## config.mk

```make
export PLATFORM = sky130hd
export DESIGN_NAME = fetch_unit
export DESIGN_NICKNAME = d
export VERILOG_FILES = /design/src/source/isa_pkg.sv /design/src/source/fetch_pkg.sv /design/src/source/fetch_push_if.sv /design/src/source/fetch_ctrl.sv /design/src/source/pc_gen.sv /design/src/source/branch_predecode.sv /design/src/source/fetch_queue.sv /design/src/source/fetch_unit.sv
export SDC_FILE = /design/constraint.sdc
export NUM_CORES = 1
export LEC_CHECK = 0
export ABC_AREA = 1
export BUFFER_PORTS_ARGS = -buffer_cell sky130_fd_sc_hd__buf_2
export CORE_MARGIN = 4
export CORE_UTILIZATION = 45
export CTS_BUF_LIST = sky130_fd_sc_hd__clkbuf_2 sky130_fd_sc_hd__clkbuf_4 sky130_fd_sc_hd__clkbuf_8
export DETAILED_ROUTE_END_ITERATION = 12
export HOLD_SLACK_MARGIN = 0.06
export PLACE_DENSITY = 0.74
export SETUP_SLACK_MARGIN = 0.05
export SLEW_MARGIN = 15
export SYNTH_ARGS = -nofsm -noshare
export SYNTH_HDL_FRONTEND = slang
export SYNTH_SLANG_ARGS = --single-unit
export TNS_END_PERCENT = 1
```

## constraint.sdc

```tcl
create_clock -name clk -period 4.6 [get_ports clk]
set_input_delay 0.46 -clock clk [delete_from_list [all_inputs] [get_ports clk]]
set_output_delay 0.46 -clock clk [all_outputs]
set_load 0.05 [all_outputs]
```

## src/source/isa_pkg.sv

```systemverilog
// RISC-V instruction encoding.
// Major opcodes that the fetch predecoder cares about, plus the
// J-type and B-type immediate extraction as signed byte offsets.
package isa_pkg;

    // Major opcode field, bits 6:0 of every instruction.
    typedef logic [6:0] opcode_t;

    // Signed byte offset relative to the instruction's own address.
    typedef logic signed [31:0] offset_t;

    // Unconditional jump and link.
    localparam opcode_t op_jal = 7'b1101111;
    // Conditional branches (BEQ, BNE, BLT, ...).
    localparam opcode_t op_branch = 7'b1100011;

    // Major opcode of a raw instruction word.
    function automatic opcode_t opcode_of(input logic [31:0] word);
        return word[6:0];
    endfunction

    // J-type immediate, 21 bits, sign extended.
    function automatic offset_t j_offset(input logic [31:0] word);
        return {{12{word[31]}}, word[19:12], word[20], word[30:21], 1'b0};
    endfunction

    // B-type immediate, 13 bits, sign extended.
    function automatic offset_t b_offset(input logic [31:0] word);
        return {{20{word[31]}}, word[7], word[30:25], word[11:8], 1'b0};
    endfunction

    // Bit 0 of both immediates is implied zero.
    // Bit 1 is always zero too without compressed instructions, so the
    // word offset is simply bits 31:2 of these values.

endpackage

```

## src/source/fetch_pkg.sv

```systemverilog
// Fetch front end types.
// Word addresses, instruction words and the states of the fetch
// controller.
package fetch_pkg;

    // Word address, byte address bits 31:2.
    // Used for the program counter, memory address and redirect target.
    typedef logic [31:2] addr_t;

    // Raw 32-bit instruction word.
    typedef logic [31:0] insn_t;

    // Fetch controller states.
    // Two-state base type so the machine powers up in st_boot.
    typedef enum bit [1:0] {
        // First cycle after reset, no request yet.
        st_boot = 2'd0,
        // Normal sequential or predicted fetch.
        st_fetch = 2'd1,
        // Bubble after a back end redirect.
        st_redirect = 2'd2
    } ctrl_state_t;

    // Distance between consecutive instructions, in words.
    localparam addr_t addr_step = 30'd1;

endpackage

```

## src/source/fetch_push_if.sv

```systemverilog
// Push channel from the predecoder into the instruction queue.
// One fetched instruction per cycle, qualified by push.
`timescale 1ns/1ps

interface fetch_push_if;

    // Entry is valid this cycle.
    logic push;
    // Word address the instruction was fetched from.
    fetch_pkg::addr_t pc;
    // Instruction word as returned by program memory.
    fetch_pkg::insn_t insn;
    // Predecode sent fetch to the predicted target after this one.
    logic predicted;

    // Predecoder side.
    modport src (
        output push,
        output pc,
        output insn,
        output predicted
    );

    // Queue side.
    modport dst (
        input push,
        input pc,
        input insn,
        input predicted
    );

endinterface

```

## src/source/fetch_ctrl.sv

```systemverilog
// Fetch controller.
// Sequences boot, normal fetch and the bubble after a redirect, and
// decides when a program memory request goes out and is accepted.
`timescale 1ns/1ps

module fetch_ctrl (
    input  logic clk,
    input  logic rst,
    input  logic redirect_valid,
    input  logic mem_ready,
    input  logic room,
    output logic mem_re,
    output logic accept,
    output logic flush
);

    fetch_pkg::ctrl_state_t state_q;
    fetch_pkg::ctrl_state_t state_d;

    // Next state.
    always_comb begin
        state_d = state_q;
        case (state_q)
            fetch_pkg::st_boot: begin
                state_d = fetch_pkg::st_fetch;
            end
            fetch_pkg::st_fetch: begin
                state_d = fetch_pkg::st_fetch;
            end
            fetch_pkg::st_redirect: begin
                // One bubble only.
                state_d = fetch_pkg::st_fetch;
            end
            default: begin
                state_d = fetch_pkg::st_boot;
            end
        endcase
        // A redirect always wins, from any state.
        if (redirect_valid) begin
            state_d = fetch_pkg::st_redirect;
        end
    end

    always_ff @(posedge clk) begin
        if (rst) begin
            state_q <= fetch_pkg::st_boot;
        end else begin
            state_q <= state_d;
        end
    end

    // Request only when fetching, with a free slot, and not while the pc
    // is being replaced.
    assign mem_re = (state_q == fetch_pkg::st_fetch) && room && !redirect_valid;

    // Memory returns the word in the cycle it raises ready.
    assign accept = mem_re && mem_ready;

    // Redirect throws away the queue and reloads the pc.
    assign flush = redirect_valid;

    // No request may leave while reset is held.
    assert property (@(posedge clk) rst |-> !mem_re)
        else $error("MISMATCH mem_re expected 0x0 actual 0x%h during rst", mem_re);

    // Boot cycle right after reset is still quiet.
    assert property (@(posedge clk) $fell(rst) |-> !mem_re)
        else $error("MISMATCH mem_re expected 0x0 actual 0x%h after rst", mem_re);

endmodule

```

## src/source/pc_gen.sv

```systemverilog
// Program counter.
// Holds the current fetch address and picks the next one from reset,
// redirect, predicted target or the sequential address.
`timescale 1ns/1ps

module pc_gen #(
    // Byte address 0x4000_0000 as a word address.
    parameter fetch_pkg::addr_t entrypoint = fetch_pkg::addr_t'(32'h4000_0000 >> 2)
) (
    input  logic             clk,
    input  logic             rst,
    input  logic             flush,
    input  fetch_pkg::addr_t redirect_pc,
    input  logic             accept,
    input  logic             predict_taken,
    input  fetch_pkg::addr_t predict_target,
    output fetch_pkg::addr_t pc
);

    fetch_pkg::addr_t pc_q;

    always_ff @(posedge clk) begin
        if (rst) begin
            pc_q <= entrypoint;
        end else if (flush) begin
            // Back end correction overrides anything fetched.
            pc_q <= redirect_pc;
        end else if (accept && predict_taken) begin
            // Follow the predecoder's guess.
            pc_q <= predict_target;
        end else if (accept) begin
            pc_q <= pc_q + fetch_pkg::addr_step;
        end
        // Otherwise hold and repeat the request.
    end

    assign pc = pc_q;

endmodule

```

## src/source/branch_predecode.sv

```systemverilog
// Branch predecoder.
// Looks at the word returned by program memory, predicts JAL and
// backward conditional branches as taken, computes the target and
// pushes the instruction into the queue on accept.
`timescale 1ns/1ps

module branch_predecode (
    input  logic             accept,
    input  fetch_pkg::addr_t pc,
    input  fetch_pkg::insn_t rdata,
    fetch_push_if.src        push,
    output logic             predict_taken,
    output fetch_pkg::addr_t predict_target
);

    isa_pkg::opcode_t opcode;
    isa_pkg::offset_t offset;
    logic             is_jal;
    logic             is_branch;

    always_comb begin
        opcode    = isa_pkg::opcode_of(rdata);
        is_jal    = (opcode == isa_pkg::op_jal);
        is_branch = (opcode == isa_pkg::op_branch);

        // Pick the immediate format from the opcode.
        if (is_jal) begin
            offset = isa_pkg::j_offset(rdata);
        end else begin
            offset = isa_pkg::b_offset(rdata);
        end

        // Jumps always, branches only backward (loops).
        predict_taken = is_jal || (is_branch && offset[31]);

        // Offset in words, added modulo the address width.
        predict_target = pc + fetch_pkg::addr_t'(offset[31:2]);
    end

    // Entry into the queue.
    assign push.push      = accept;
    assign push.pc        = pc;
    assign push.insn      = rdata;
    assign push.predicted = predict_taken;

endmodule

```

## src/source/fetch_queue.sv

```systemverilog
// Instruction queue.
// Circular buffer between fetch and decode. Entries go out one per
// cycle against credits that the decode stage hands back.
`timescale 1ns/1ps

module fetch_queue #(
    parameter int queue_depth    = 4,
    parameter int decode_credits = 2
) (
    input  logic             clk,
    input  logic             rst,
    input  logic             flush,
    fetch_push_if.dst        push,
    output logic             room,
    input  logic             credit_return,
    output logic             out_valid,
    output fetch_pkg::addr_t out_pc,
    output fetch_pkg::insn_t out_insn,
    output logic             out_predicted
);

    localparam int ptr_w = (queue_depth > 1) ? $clog2(queue_depth) : 1;
    localparam int cnt_w = $clog2(queue_depth + 1);
    localparam int crd_w = $clog2(decode_credits + 1);

    // Entry storage.
    fetch_pkg::addr_t pc_mem   [queue_depth];
    fetch_pkg::insn_t insn_mem [queue_depth];
    logic             pred_mem [queue_depth];

    logic [ptr_w-1:0] head;
    logic [ptr_w-1:0] tail;
    logic [cnt_w-1:0] count;
    logic [crd_w-1:0] credits;
    logic             pop;

    // Pointer increment with wrap for any depth.
    function automatic logic [ptr_w-1:0] next_ptr(input logic [ptr_w-1:0] p);
        if (p == ptr_w'(queue_depth - 1)) begin
            return '0;
        end
        return p + 1'b1;
    endfunction

    assign room = (count != cnt_w'(queue_depth));

    // Head goes out when there is one, a credit is held and no flush.
    assign out_valid     = (count != '0) && (credits != '0) && !flush;
    assign pop           = out_valid;
    assign out_pc        = pc_mem[head];
    assign out_insn      = insn_mem[head];
    assign out_predicted = pred_mem[head];

    always_ff @(posedge clk) begin
        if (push.push) begin
            pc_mem[tail]   <= push.pc;
            insn_mem[tail] <= push.insn;
            pred_mem[tail] <= push.predicted;
        end
    end

    // Occupancy and pointers.
    always_ff @(posedge clk) begin
        if (rst || flush) begin
            head  <= '0;
            tail  <= '0;
            count <= '0;
        end else begin
            if (push.push) begin
                tail <= next_ptr(tail);
            end
            if (pop) begin
                head <= next_ptr(head);
            end
            count <= count + cnt_w'(push.push) - cnt_w'(pop);
        end
    end

    // Credit counter, kept across flushes.
    always_ff @(posedge clk) begin
        if (rst) begin
            credits <= crd_w'(decode_credits);
        end else begin
            credits <= credits + crd_w'(credit_return) - crd_w'(pop);
        end
    end

    // Controller must not accept into a full queue.
    assert property (@(posedge clk) disable iff (rst)
        push.push |-> (count != cnt_w'(queue_depth)))
        else $error("MISMATCH count expected <0x%h actual 0x%h on push",
                    queue_depth, count);

    // Decode may never return more credits than it was given.
    assert property (@(posedge clk) disable iff (rst)
        credits <= crd_w'(decode_credits))
        else $error("MISMATCH credits expected <=0x%h actual 0x%h",
                    decode_credits, credits);

endmodule

```

## src/source/fetch_unit.sv

```systemverilog
// Instruction fetch front end.
// Controller, program counter, branch predecoder and instruction queue
// between program memory, the back end redirect and the decode stage.
`timescale 1ns/1ps

module fetch_unit #(
    // Word address of the first instruction (byte address 0x4000_0000).
    parameter fetch_pkg::addr_t entrypoint     = fetch_pkg::addr_t'(32'h4000_0000 >> 2),
    parameter int               queue_depth    = 4,
    parameter int               decode_credits = 2
) (
    input  logic             clk,
    input  logic             rst,

    // Program memory read port.
    output logic             mem_re,
    output fetch_pkg::addr_t mem_addr,
    input  fetch_pkg::insn_t mem_rdata,
    input  logic             mem_ready,

    // Back end redirect.
    input  logic             redirect_valid,
    input  fetch_pkg::addr_t redirect_pc,

    // Decode side.
    output logic             out_valid,
    output fetch_pkg::addr_t out_pc,
    output fetch_pkg::insn_t out_insn,
    output logic             out_predicted,
    input  logic             credit_return
);

    logic             accept;
    logic             flush;
    logic             room;
    logic             predict_taken;
    fetch_pkg::addr_t predict_target;

    fetch_push_if push_bus ();

    fetch_ctrl u_ctrl (
        .clk            (clk),
        .rst            (rst),
        .redirect_valid (redirect_valid),
        .mem_ready      (mem_ready),
        .room           (room),
        .mem_re         (mem_re),
        .accept         (accept),
        .flush          (flush)
    );

    // The pc is the memory address directly.
    pc_gen #(
        .entrypoint (entrypoint)
    ) u_pc (
        .clk            (clk),
        .rst            (rst),
        .flush          (flush),
        .redirect_pc    (redirect_pc),
        .accept         (accept),
        .predict_taken  (predict_taken),
        .predict_target (predict_target),
        .pc             (mem_addr)
    );

    branch_predecode u_predecode (
        .accept         (accept),
        .pc             (mem_addr),
        .rdata          (mem_rdata),
        .push           (push_bus.src),
        .predict_taken  (predict_taken),
        .predict_target (predict_target)
    );

    fetch_queue #(
        .queue_depth    (queue_depth),
        .decode_credits (decode_credits)
    ) u_queue (
        .clk            (clk),
        .rst            (rst),
        .flush          (flush),
        .push           (push_bus.dst),
        .room           (room),
        .credit_return  (credit_return),
        .out_valid      (out_valid),
        .out_pc         (out_pc),
        .out_insn       (out_insn),
        .out_predicted  (out_predicted)
    );

endmodule

```

Yosys cells after proc, flatten, opt, wreduce, memory -nomap -nowiden. Memories as Yosys holds them, arrays and structs flattened. A register that Yosys moved wholly into a read port is not among the register bits. Index checks and enable logic that the tools add are counted.

Memories: 3. Logic and storage cells: 65. RAM bits: 252. Register bits after elaboration: 41. Output and inout port bits: 95. Bits of input ports: 67.

Memory list: u_queue.insn_mem (depth 4, width 32, rd ports 1, clocked after Yosys merged registers in 1, wr ports 1, line fetch_queue.sv:28) `fetch_pkg::insn_t insn_mem [queue_depth];`; u_queue.pc_mem (depth 4, width 30, rd ports 1, clocked after Yosys merged registers in 1, wr ports 1, line fetch_queue.sv:27) `fetch_pkg::addr_t pc_mem [queue_depth];`; u_queue.pred_mem (depth 4, width 1, rd ports 1, clocked after Yosys merged registers in 1, wr ports 1, line fetch_queue.sv:29) `logic pred_mem [queue_depth];`.

Mux-type cells: 24. Add/subtract/negate cells: 8. Equality and inequality tests: 7. Reductions and logical operators: 16.

Operator list (number): 30-bit two-way mux (3); 30-bit by 1-bit adder with 30-bit output, second input constant (1); 30-bit adder (1); 2-bit two-way mux (11); 20-bit two-way mux (1); 7-bit == test, second input constant (2); 1-bit two-way mux (9); 1-bit logical AND (7); 2-bit == test, second input constant (3); 3-bit nonzero test (2); 2-bit by 1-bit adder with 2-bit output, second input constant (2); 3-bit by 1-bit adder with 3-bit output (1); 3-bit inequality test, second input constant (1); 3-bit OR reduction (1); 3-bit by 1-bit subtractor with 3-bit output (1); 2-bit by 1-bit adder with 2-bit output (1); 2-bit by 1-bit == test with 1-bit output, second input constant (1); 2-bit logical NOT (1); 1-bit logical OR (2); 2-bit nonzero test (1); 2-bit OR reduction (1); 2-bit by 1-bit subtractor with 2-bit output (1); 1-bit logical NOT (1).

Longest topological paths before layout. Gate-level depths: netlist of run 1.

Depth in word-level cells: 8. Gate-level depth with buffers: 21. Depth with buffers taken out: 19.

Modules after synthesis. Synthesis of run 1 repeated with hierarchy kept, for this count alone.

Cells, all modules: 1644. Area, all modules: 15626.2 µm².

Modules (own cells, without submodules): fetch_queue (area each 10259.8 µm², cells each 688, instances 1, sequential area each 7787.5 µm²); branch_predecode (area each 2860.2 µm², cells each 534, instances 1, sequential area each 0.0 µm²); pc_gen (area each 2407.3 µm², cells each 406, instances 1, sequential area each 600.6 µm²); fetch_ctrl (area each 98.8 µm², cells each 16, instances 1, sequential area each 40.0 µm²).

Worst setup path before layout of run 1. No wires, ideal clock.

Path kind: input to register. Start point: input redirect_valid. End point: memory u_queue.insn_mem[0][0] in the netlist's numbering, enable pin. Data arrival time: 3.787 ns. Cell stages on the path: 7. Slack: 0.328 ns. Required time: 4.115 ns. Setup time: 0.485 ns. Path buffers: 2. Cells stage by stage: buf_6 > nor2_4 > nand2_2 > nor2_8 > inv_2 > buf_6 > nor2_1.

Longest elaborated chain between the ends: 5.

RTL lines: start, declared (line fetch_unit.sv:22) `input logic redirect_valid,`; 1-bit logical NOT (line fetch_ctrl.sv:54) `assign mem_re = (state_q == fetch_pkg::st_fetch) && room && !redirect_valid;`; 1-bit logical AND (line fetch_ctrl.sv:54); 1-bit logical AND (line fetch_ctrl.sv:57) `assign accept = mem_re && mem_ready;`; 1-bit two-way mux (line fetch_queue.sv:55) `if (push.push) begin`; 1-bit two-way mux (implied by the code) (line fetch_queue.sv:57) `insn_mem[tail] <= push.insn;`; end, declared (line fetch_queue.sv:28).

Every way passes these cells.

==> reports/results.ini, run 1 <==
[cells_and_area]
fill_cells=2630
layout.nets=1605
areaGrowthSynthToFinish_pct=15.99
drive_gt1_share_pct=19.74
ff_latch_area_um2=8433
multi_input_area_um2=4429

[sta]
rsz0062_at_grt=no
fin_crit_ns=3.686
max_slew_margin_pct=37.49
fmax_mhz=271.3
post-route-period-util_pct=80.13
hold_viol=0
tightest_slew_ns=0.9376
whs_ns=0.1098
maxSlewViolCount=0
finClkSkew_ns=0.02783
finalSetupViolCount=0
finalSetupTns_ns=0

[synth]
synth_most_common_cell=edfxtp_1
syn-num-nets=1435
ys_seq_elements=295
synth_top_area_share_pct=55.63
yosysUniqueCellTypes=42
syn_avg_cell_area_um2=10.24
postSynthCellCount=1328
synth-async-reset-ratio_pct=0
mappedNetlistArea_um2=13600
synthTopCellsByCount=252 x edfxtp_1, 213 x nand2_1, 177 x nor2_1, 138 x o21ai_0, 125 x inv_1
synth_warnings=0
ys.flop_type=edfxtp_1
synth_largest_area_cell=edfxtp_1
synthTopCellsByArea=edfxtp_1 56%, dfxtp_1 6.3%, nand2_1 5.9%
synth_edf_count=252
yosysSeqAreaShare_pct=61.96

[detailed_routing]
routed_wl_um=35420
drcViolationCount=0
via_per_inst=5.338
routed.top_layer=met4
wl_met1_um=15820
routed-wl-met2_um=17080
ant_nets=0
firstDrtPassIters=5
wl_per_cell_um=18.38
drtIter0Drc=718
met3_length_um=1951
dr_total_vias=10287

[clocking]
tritoncts=yes
ctsResizeCount=0
path_clk_slew_ns=0.05
cts-root-buf=clkbuf_8
cts_buffer_depth=3
postCtsSetupBuffers=0
cts_made_buffers=49
cts.hold.buffers_added=0
cts.sinks=295
htreeDepth=2
clk_latency_ns=0.57

[worst_setup_path]
crit_type=reg -> out
crit_required_ns=4.14
reg2reg_from=u_ctrl.state_q[1]$_SDFF_PP0_
crit_fanout=84
r2r_setup_slack_ns=1.31
reg2reg_depth=19
cp-end-kind=primary output
start_kind=flip-flop
r2r_end=u_pc.pc[26]$_SDFFE_PP0P_
cp_data_arrival_time_ns=3.23

[floorplanning]
start_util_pct=45.77
coreArea_um2=29720
dieArea_um2=33070
die_w_um=181.9
fp-row-count=63
die_y_um=181.9
boundaryPins=162

[global_route]
grt_pass1_wl_um=54410
antenna_found_initial=1
grt_pass1_vias=9763
grt_usage_pct=20.67
grt_remaining_overflow=0
grt_max_degree=85

[pwr]
total_power_w=0.005649
p_leak_nw=6.438
peakVddDrop_uv=211.3
pwr_density_cell_nw_per_um2=358.0

[placed_design]
gp_congestion=0.9783
port_buffers=161
place.detailed.hpwl_um=23410

[hold_path]
min_from=mem_rdata[8]
min_path_type=in -> reg
holdPathEnd=u_queue.insn_mem[0][8]$_DFFE_PP_
whs_path_depth=1

[status]
status=finished clean

[job]
maxCapViolCount=0

-- flip-flops by register name, indices dropped and copies added (netlist names), named ones only --
signal and cells:
u_queue.credits 2, u_queue.head 2, u_pc.pc 30, u_ctrl.state_q 2, u_queue.pred_mem 4, u_queue.insn_mem 128, u_queue.tail 2, u_queue.count 3
u_queue.pc_mem 120
-- critical path: stages, from the launching register on --
cell and delay [ns]:
dfxtp_4 0.79, clkinv_2 0.74, buf_12 0.44, o21ai_0 0.22, o22ai_1 0.15, buf_2 0.24
-- power breakdown --
group	switching [W]	internal, W
Sequential	0.0000426	0.00293
Combinational	0.000272	0.000103
Clock	0.00103	0.00127
Total	0.00134	0.00430
-- how the worst max path moves through the flow --
| stage | start | end | slack (ns) | depth (start not counted) |
|---|---|---|---|---|
| after floorplan | redirect_valid | u_queue.insn_mem[0][0]$_DFFE_PP_ | 0.33 | 7 |
| after global placement | mem_rdata[0] | u_pc.pc[10]$_SDFFE_PP0P_ | 1.12 | 17 |
| after detailed placement | mem_rdata[6] | u_pc.pc[10]$_SDFFE_PP0P_ | 1.06 | 17 |
| after CTS | flip-flop | out_predicted | 0.86 | 5 |
| after global routing | flip-flop | out_predicted | 0.68 | 5 |
| final | flip-flop | out_predicted | 0.91 | 5 |
-- cells by family after synthesis --
family | share of synthesized area (%)
AO/OA/AOI/OAI | 12.40
adder cells (fa/ha/maj) | 3.790
buffers and inverters | 5.703
flip-flops | 61.96
XOR/XNOR | 0.5795
AND/OR/NAND/NOR | 15.57
-- cells in the final DEF (no fill, tap or decap), drive strengths merged --
master,count
nor2,188
and2,2
a31oi,10
o22ai,63
or2,5
edfxtp,252
nand3,54
o21ai,139
clkinvlp,1
nand3b,4
fa,2
clkinv,18
o211a,1
a211oi,1
dfxtp,43
inv,134
a22o,17
diode,2
o211ai,1
nor3,8
o21bai,6
a21oi,60
bufinv,2
nand4,8
clkbuf,65
o21a,1
xnor2,2
nand2,228
xor2,7
buf,175
ha,38
-- stage by stage --
step	std cells	util, %	setup WS (ns)	cell area [um^2]
4_1_cts	1925	53.08	0.8603	15770
3_3_place_gp	1837	49.75	1.119	14780
6_report	1927	53.09	0.9142	15780
3_5_place_dp	1837	49.75	1.065	14780
5_1_grt	1926	53.08	0.6783	15780
2_1_floorplan	1328	-	0.3277	13600
-- layer usage --
layer,vias to the layer above,global-route usage [%]
met2,346,34.65
met3,43,3.065
met1,4922,28.67
met4,0,4.743
li1,4976,-
met5,-,0
-- final cells by class --
cell class | count | area share (%)
Sequential cell | 295 | 53.45
Multi-Input combinational cell | 845 | 28.07
Inverter | 132 | 3.148
Timing Repair Buffer | 175 | 5.932
Tap cell | 390 | 3.093
Antenna cell | 2 | 0.03172
Clock inverter | 23 | 1.158
Clock buffer | 65 | 5.115
(Power assumes the default switching activity.)
==> inputs of run 2 (changes only) <==
Settings changed: ABC_AREA 1 to 0, PLACE_DENSITY 0.74 to 0.75.
Clock period 4.6 ns to 3.7 ns, I/O delays scaled along.
==> reports/results.ini, run 2 <==
[detailed_routing]
wl_per_cell_um=20.86  ; +13%
routed_wl_um=30890  ; -13%
drtIter0Drc=655  ; -8.8%
drcViolationCount=0  ; unchanged
firstDrtPassIters=9  ; +4
ant_nets=0  ; unchanged
via_per_inst=5.494  ; +2.9%
dr_total_vias=8136  ; -21%

[synth]
yosysSeqAreaShare_pct=65.97  ; +4.0 points
syn_avg_cell_area_um2=15.68  ; +53%
synth_edf_count=252  ; unchanged
mappedNetlistArea_um2=12780  ; -6.1%
synth_top_area_share_pct=59.23  ; +3.6 points
synth_most_common_cell=edfxtp_1
syn-num-nets=922  ; -36%
postSynthCellCount=815  ; -39%
ys_seq_elements=295  ; unchanged
synthTopCellsByArea=edfxtp_1 59%, mux4_2 11%, dfxtp_1 6.7%
synth_largest_area_cell=edfxtp_1
synth-async-reset-ratio_pct=0  ; unchanged
synth_warnings=0  ; unchanged
ys.flop_type=edfxtp_1
synthTopCellsByCount=252 x edfxtp_1, 63 x mux4_2, 55 x a21oi_1, 49 x nor2_1, 47 x nand2_1
yosysUniqueCellTypes=64  ; +52%

[sta]
rsz0062_at_grt=no
fin_crit_ns=3.394
tightest_slew_ns=0.8188  ; -0.1188 ns
fin_ws_ns=0.3059  ; -0.6083 ns
finClkSkew_ns=0.01887  ; -0.008963 ns
fmax_mhz=294.6
maxSlewViolCount=0  ; unchanged
hold_viol=0  ; unchanged
finalSetupViolCount=0  ; unchanged
post-route-period-util_pct=91.73
max_slew_margin_pct=45.41  ; +7.9 points

[cells_and_area]
layout_commonest_cell=edfxtp_1
regMostFlops=u_queue.insn_mem
final_cells=1481  ; -23%
final_cell_mix=252 x edfxtp_1, 161 x buf_2, 63 x mux4_2
antenna_cells=0  ; -2
largest_reg_flops=128  ; unchanged
layout.nets=1170  ; -27%
areaGrowthSynthToFinish_pct=22.43
fin_area_um2=15640  ; -0.86%
drive_gt1_share_pct=35.09  ; +15 points

[floorplanning]
die_w_um=176.5  ; -3.0%
dieArea_um2=31150  ; -5.8%
fp-row-count=61  ; -3.2%
boundaryPins=162  ; unchanged
coreArea_um2=27860  ; -6.3%
die_y_um=176.5  ; -3.0%
start_util_pct=45.86  ; +0.086 points

[global_route]
grt_util_met3_pct=4.497  ; +1.4 points
grt_pass1_vias=8363  ; -14%
grt_remaining_overflow=0  ; unchanged
grt_usage_pct=19.84  ; -0.83 points
grt_max_degree=64  ; -25%
use_met2_pct=31.41  ; -3.2 points
antenna_found_initial=1  ; unchanged
grt_pass1_wl_um=47930  ; -12%
met1_usage_pct=28.27  ; -0.40 points
busiest_layer=met2

[clocking]
clk_latency_ns=0.56  ; about the same
tritoncts=yes
cts_made_buffers=48  ; -2.0%
postCtsSetupBuffers=0  ; unchanged
htreeDepth=2  ; unchanged
cts.sinks=295  ; unchanged
cts_buffer_depth=3  ; unchanged
path_clk_slew_ns=0.06  ; about the same
cts-root-buf=clkbuf_8

[worst_setup_path]
critPathBufInv=1  ; -2
worst_path_dominant_cell_family=compound AO/OA/AOI/OAI gates
crit_fanout=5  ; -94%
setup.worst_path.start=u_ctrl.state_q[1]$_SDFF_PP0_
r2r_setup_slack_ns=0.31  ; -1.00 ns
r2r_end=u_pc.pc[26]$_SDFFE_PP0P_
crit_type=reg -> reg
cp_num_cells=14  ; +9
reg2reg_depth=14  ; -5
cp-end-kind=flip-flop
start_kind=flip-flop
cp_data_arrival_time_ns=3.80  ; +0.57 ns
max_stage_delay_ns=0.41  ; -0.38 ns
path_cells=and4bb_2, nand2_2, clkinv_1, and2_1, nand2_1, ha_1, fa_1, a21o_1, a221o_1, a22oi_2, a22oi_2, a221o_1, xnor2_1, o22ai_1
endpoint=u_pc.pc[26]$_SDFFE_PP0P_
reg2reg_from=u_ctrl.state_q[1]$_SDFF_PP0_
crit_required_ns=4.11  ; -0.03 ns
slowest_stage=and4bb_2

[hold_path]
min_path_type=in -> reg

[job]
maxCapViolCount=0  ; unchanged

[placed_design]
numPlacedInstances=1366  ; -26%
gp_congestion=0.9361  ; -4.3%
place.detailed.hpwl_um=20260  ; -13%
port_buffers=161  ; unchanged
place_area_um2=14390  ; -2.6%
place_ws_ns=-0.06562  ; -1.130 ns

[pwr]
pwr_density_cell_nw_per_um2=448.8  ; +25%
p_leak_nw=5.710  ; -11%
total_power_w=0.007019  ; +24%
peakVddDrop_uv=228.6  ; +8.2%

[status]
status=finished clean

-- run 2: where the power goes --
part / leakage (nW) / switching, W / internal (W)
combinational: 2.53 / 0.000302 / 0.000165
clock: 0.537 / 0.00124 / 0.00161
sequential: 2.64 / 0.0000501 / 0.00364
total: 5.71 / 0.00160 / 0.00542
-- run 2: metal layers --
metal  wire length [um]  vias up
li1                   -     3744
met1              13420     4016
met2              14430      322
met3               2401       52
met4                628        2
met5                 11        -
-- run 2: how the worst min path moves through the flow --
stage	cells after the start	to	slack, ns	from
floorplan	1	u_ctrl.state_q[0]$_SDFF_PP0_	0.42	u_ctrl.state_q[0]$_SDFF_PP0_
global placement	1	u_ctrl.state_q[0]$_SDFF_PP0_	0.43	u_ctrl.state_q[0]$_SDFF_PP0_
detailed placement	1	u_ctrl.state_q[0]$_SDFF_PP0_	0.45	u_ctrl.state_q[1]$_SDFF_PP0_
CTS	1	u_queue.insn_mem[1][15]$_DFFE_PP_	0.06	mem_rdata[15]
global route	1	u_queue.insn_mem[1][15]$_DFFE_PP_	0.06	mem_rdata[15]
finish	1	u_queue.insn_mem[2][17]$_DFFE_PP_	0.09	mem_rdata[17]
-- run 2: what timing repair did --
action / CTS / global route
resized for setup: 0 / 1
endpoints found under the hold margin: 82 / 0
hold buffers: 25 / 0
setup endpoints to repair: 0 / 2
-- run 2: cell families after synthesis --
logic type | after synthesis | synth area share (%)
compound gates | 164 | 8.589
flops | 295 | 65.97
xor+xnor | 27 | 1.851
fa+ha+maj | 40 | 4.035
buf+inv | 57 | 1.802
simple gates | 163 | 6.180
mux | 69 | 11.58
-- run 2: through the flow --
stage	util [%]	TNS, ns	hold WS (ns)
floorplan	-	0	0.4184
global placement	51.67	0	0.4300
detailed placement	51.67	-0.09882	0.4457
CTS	56.14	0	0.06169
global route	56.15	0	0.06208
finish	56.15	0	0.08595
-- run 2: worst register-to-register path: stages (launching register included) --
cell and delay (ns):
dfxtp_1 0.31, and4bb_2 0.41, nand2_2 0.09, clkinv_1 0.09, and2_1 0.12, nand2_1 0.06, ha_1 0.21, fa_1 0.39
a21o_1 0.21, a221o_1 0.39, a22oi_2 0.22, a22oi_2 0.13, a221o_1 0.38, xnor2_1 0.13, o22ai_1 0.09
-- run 2: layout make-up --
| class | instances | area, um^2 |
|---|---|---|
| fillers | 2203 | 12220 |
| flip-flops and latches | 295 | 8433 |
| multi-input cells | 463 | 4131 |
| repair buffers | 241 | 1556 |
| clock buffers | 77 | 897.1 |
| well taps | 378 | 473.0 |
| clock inverters | 13 | 97.59 |
| inverters | 14 | 52.55 |
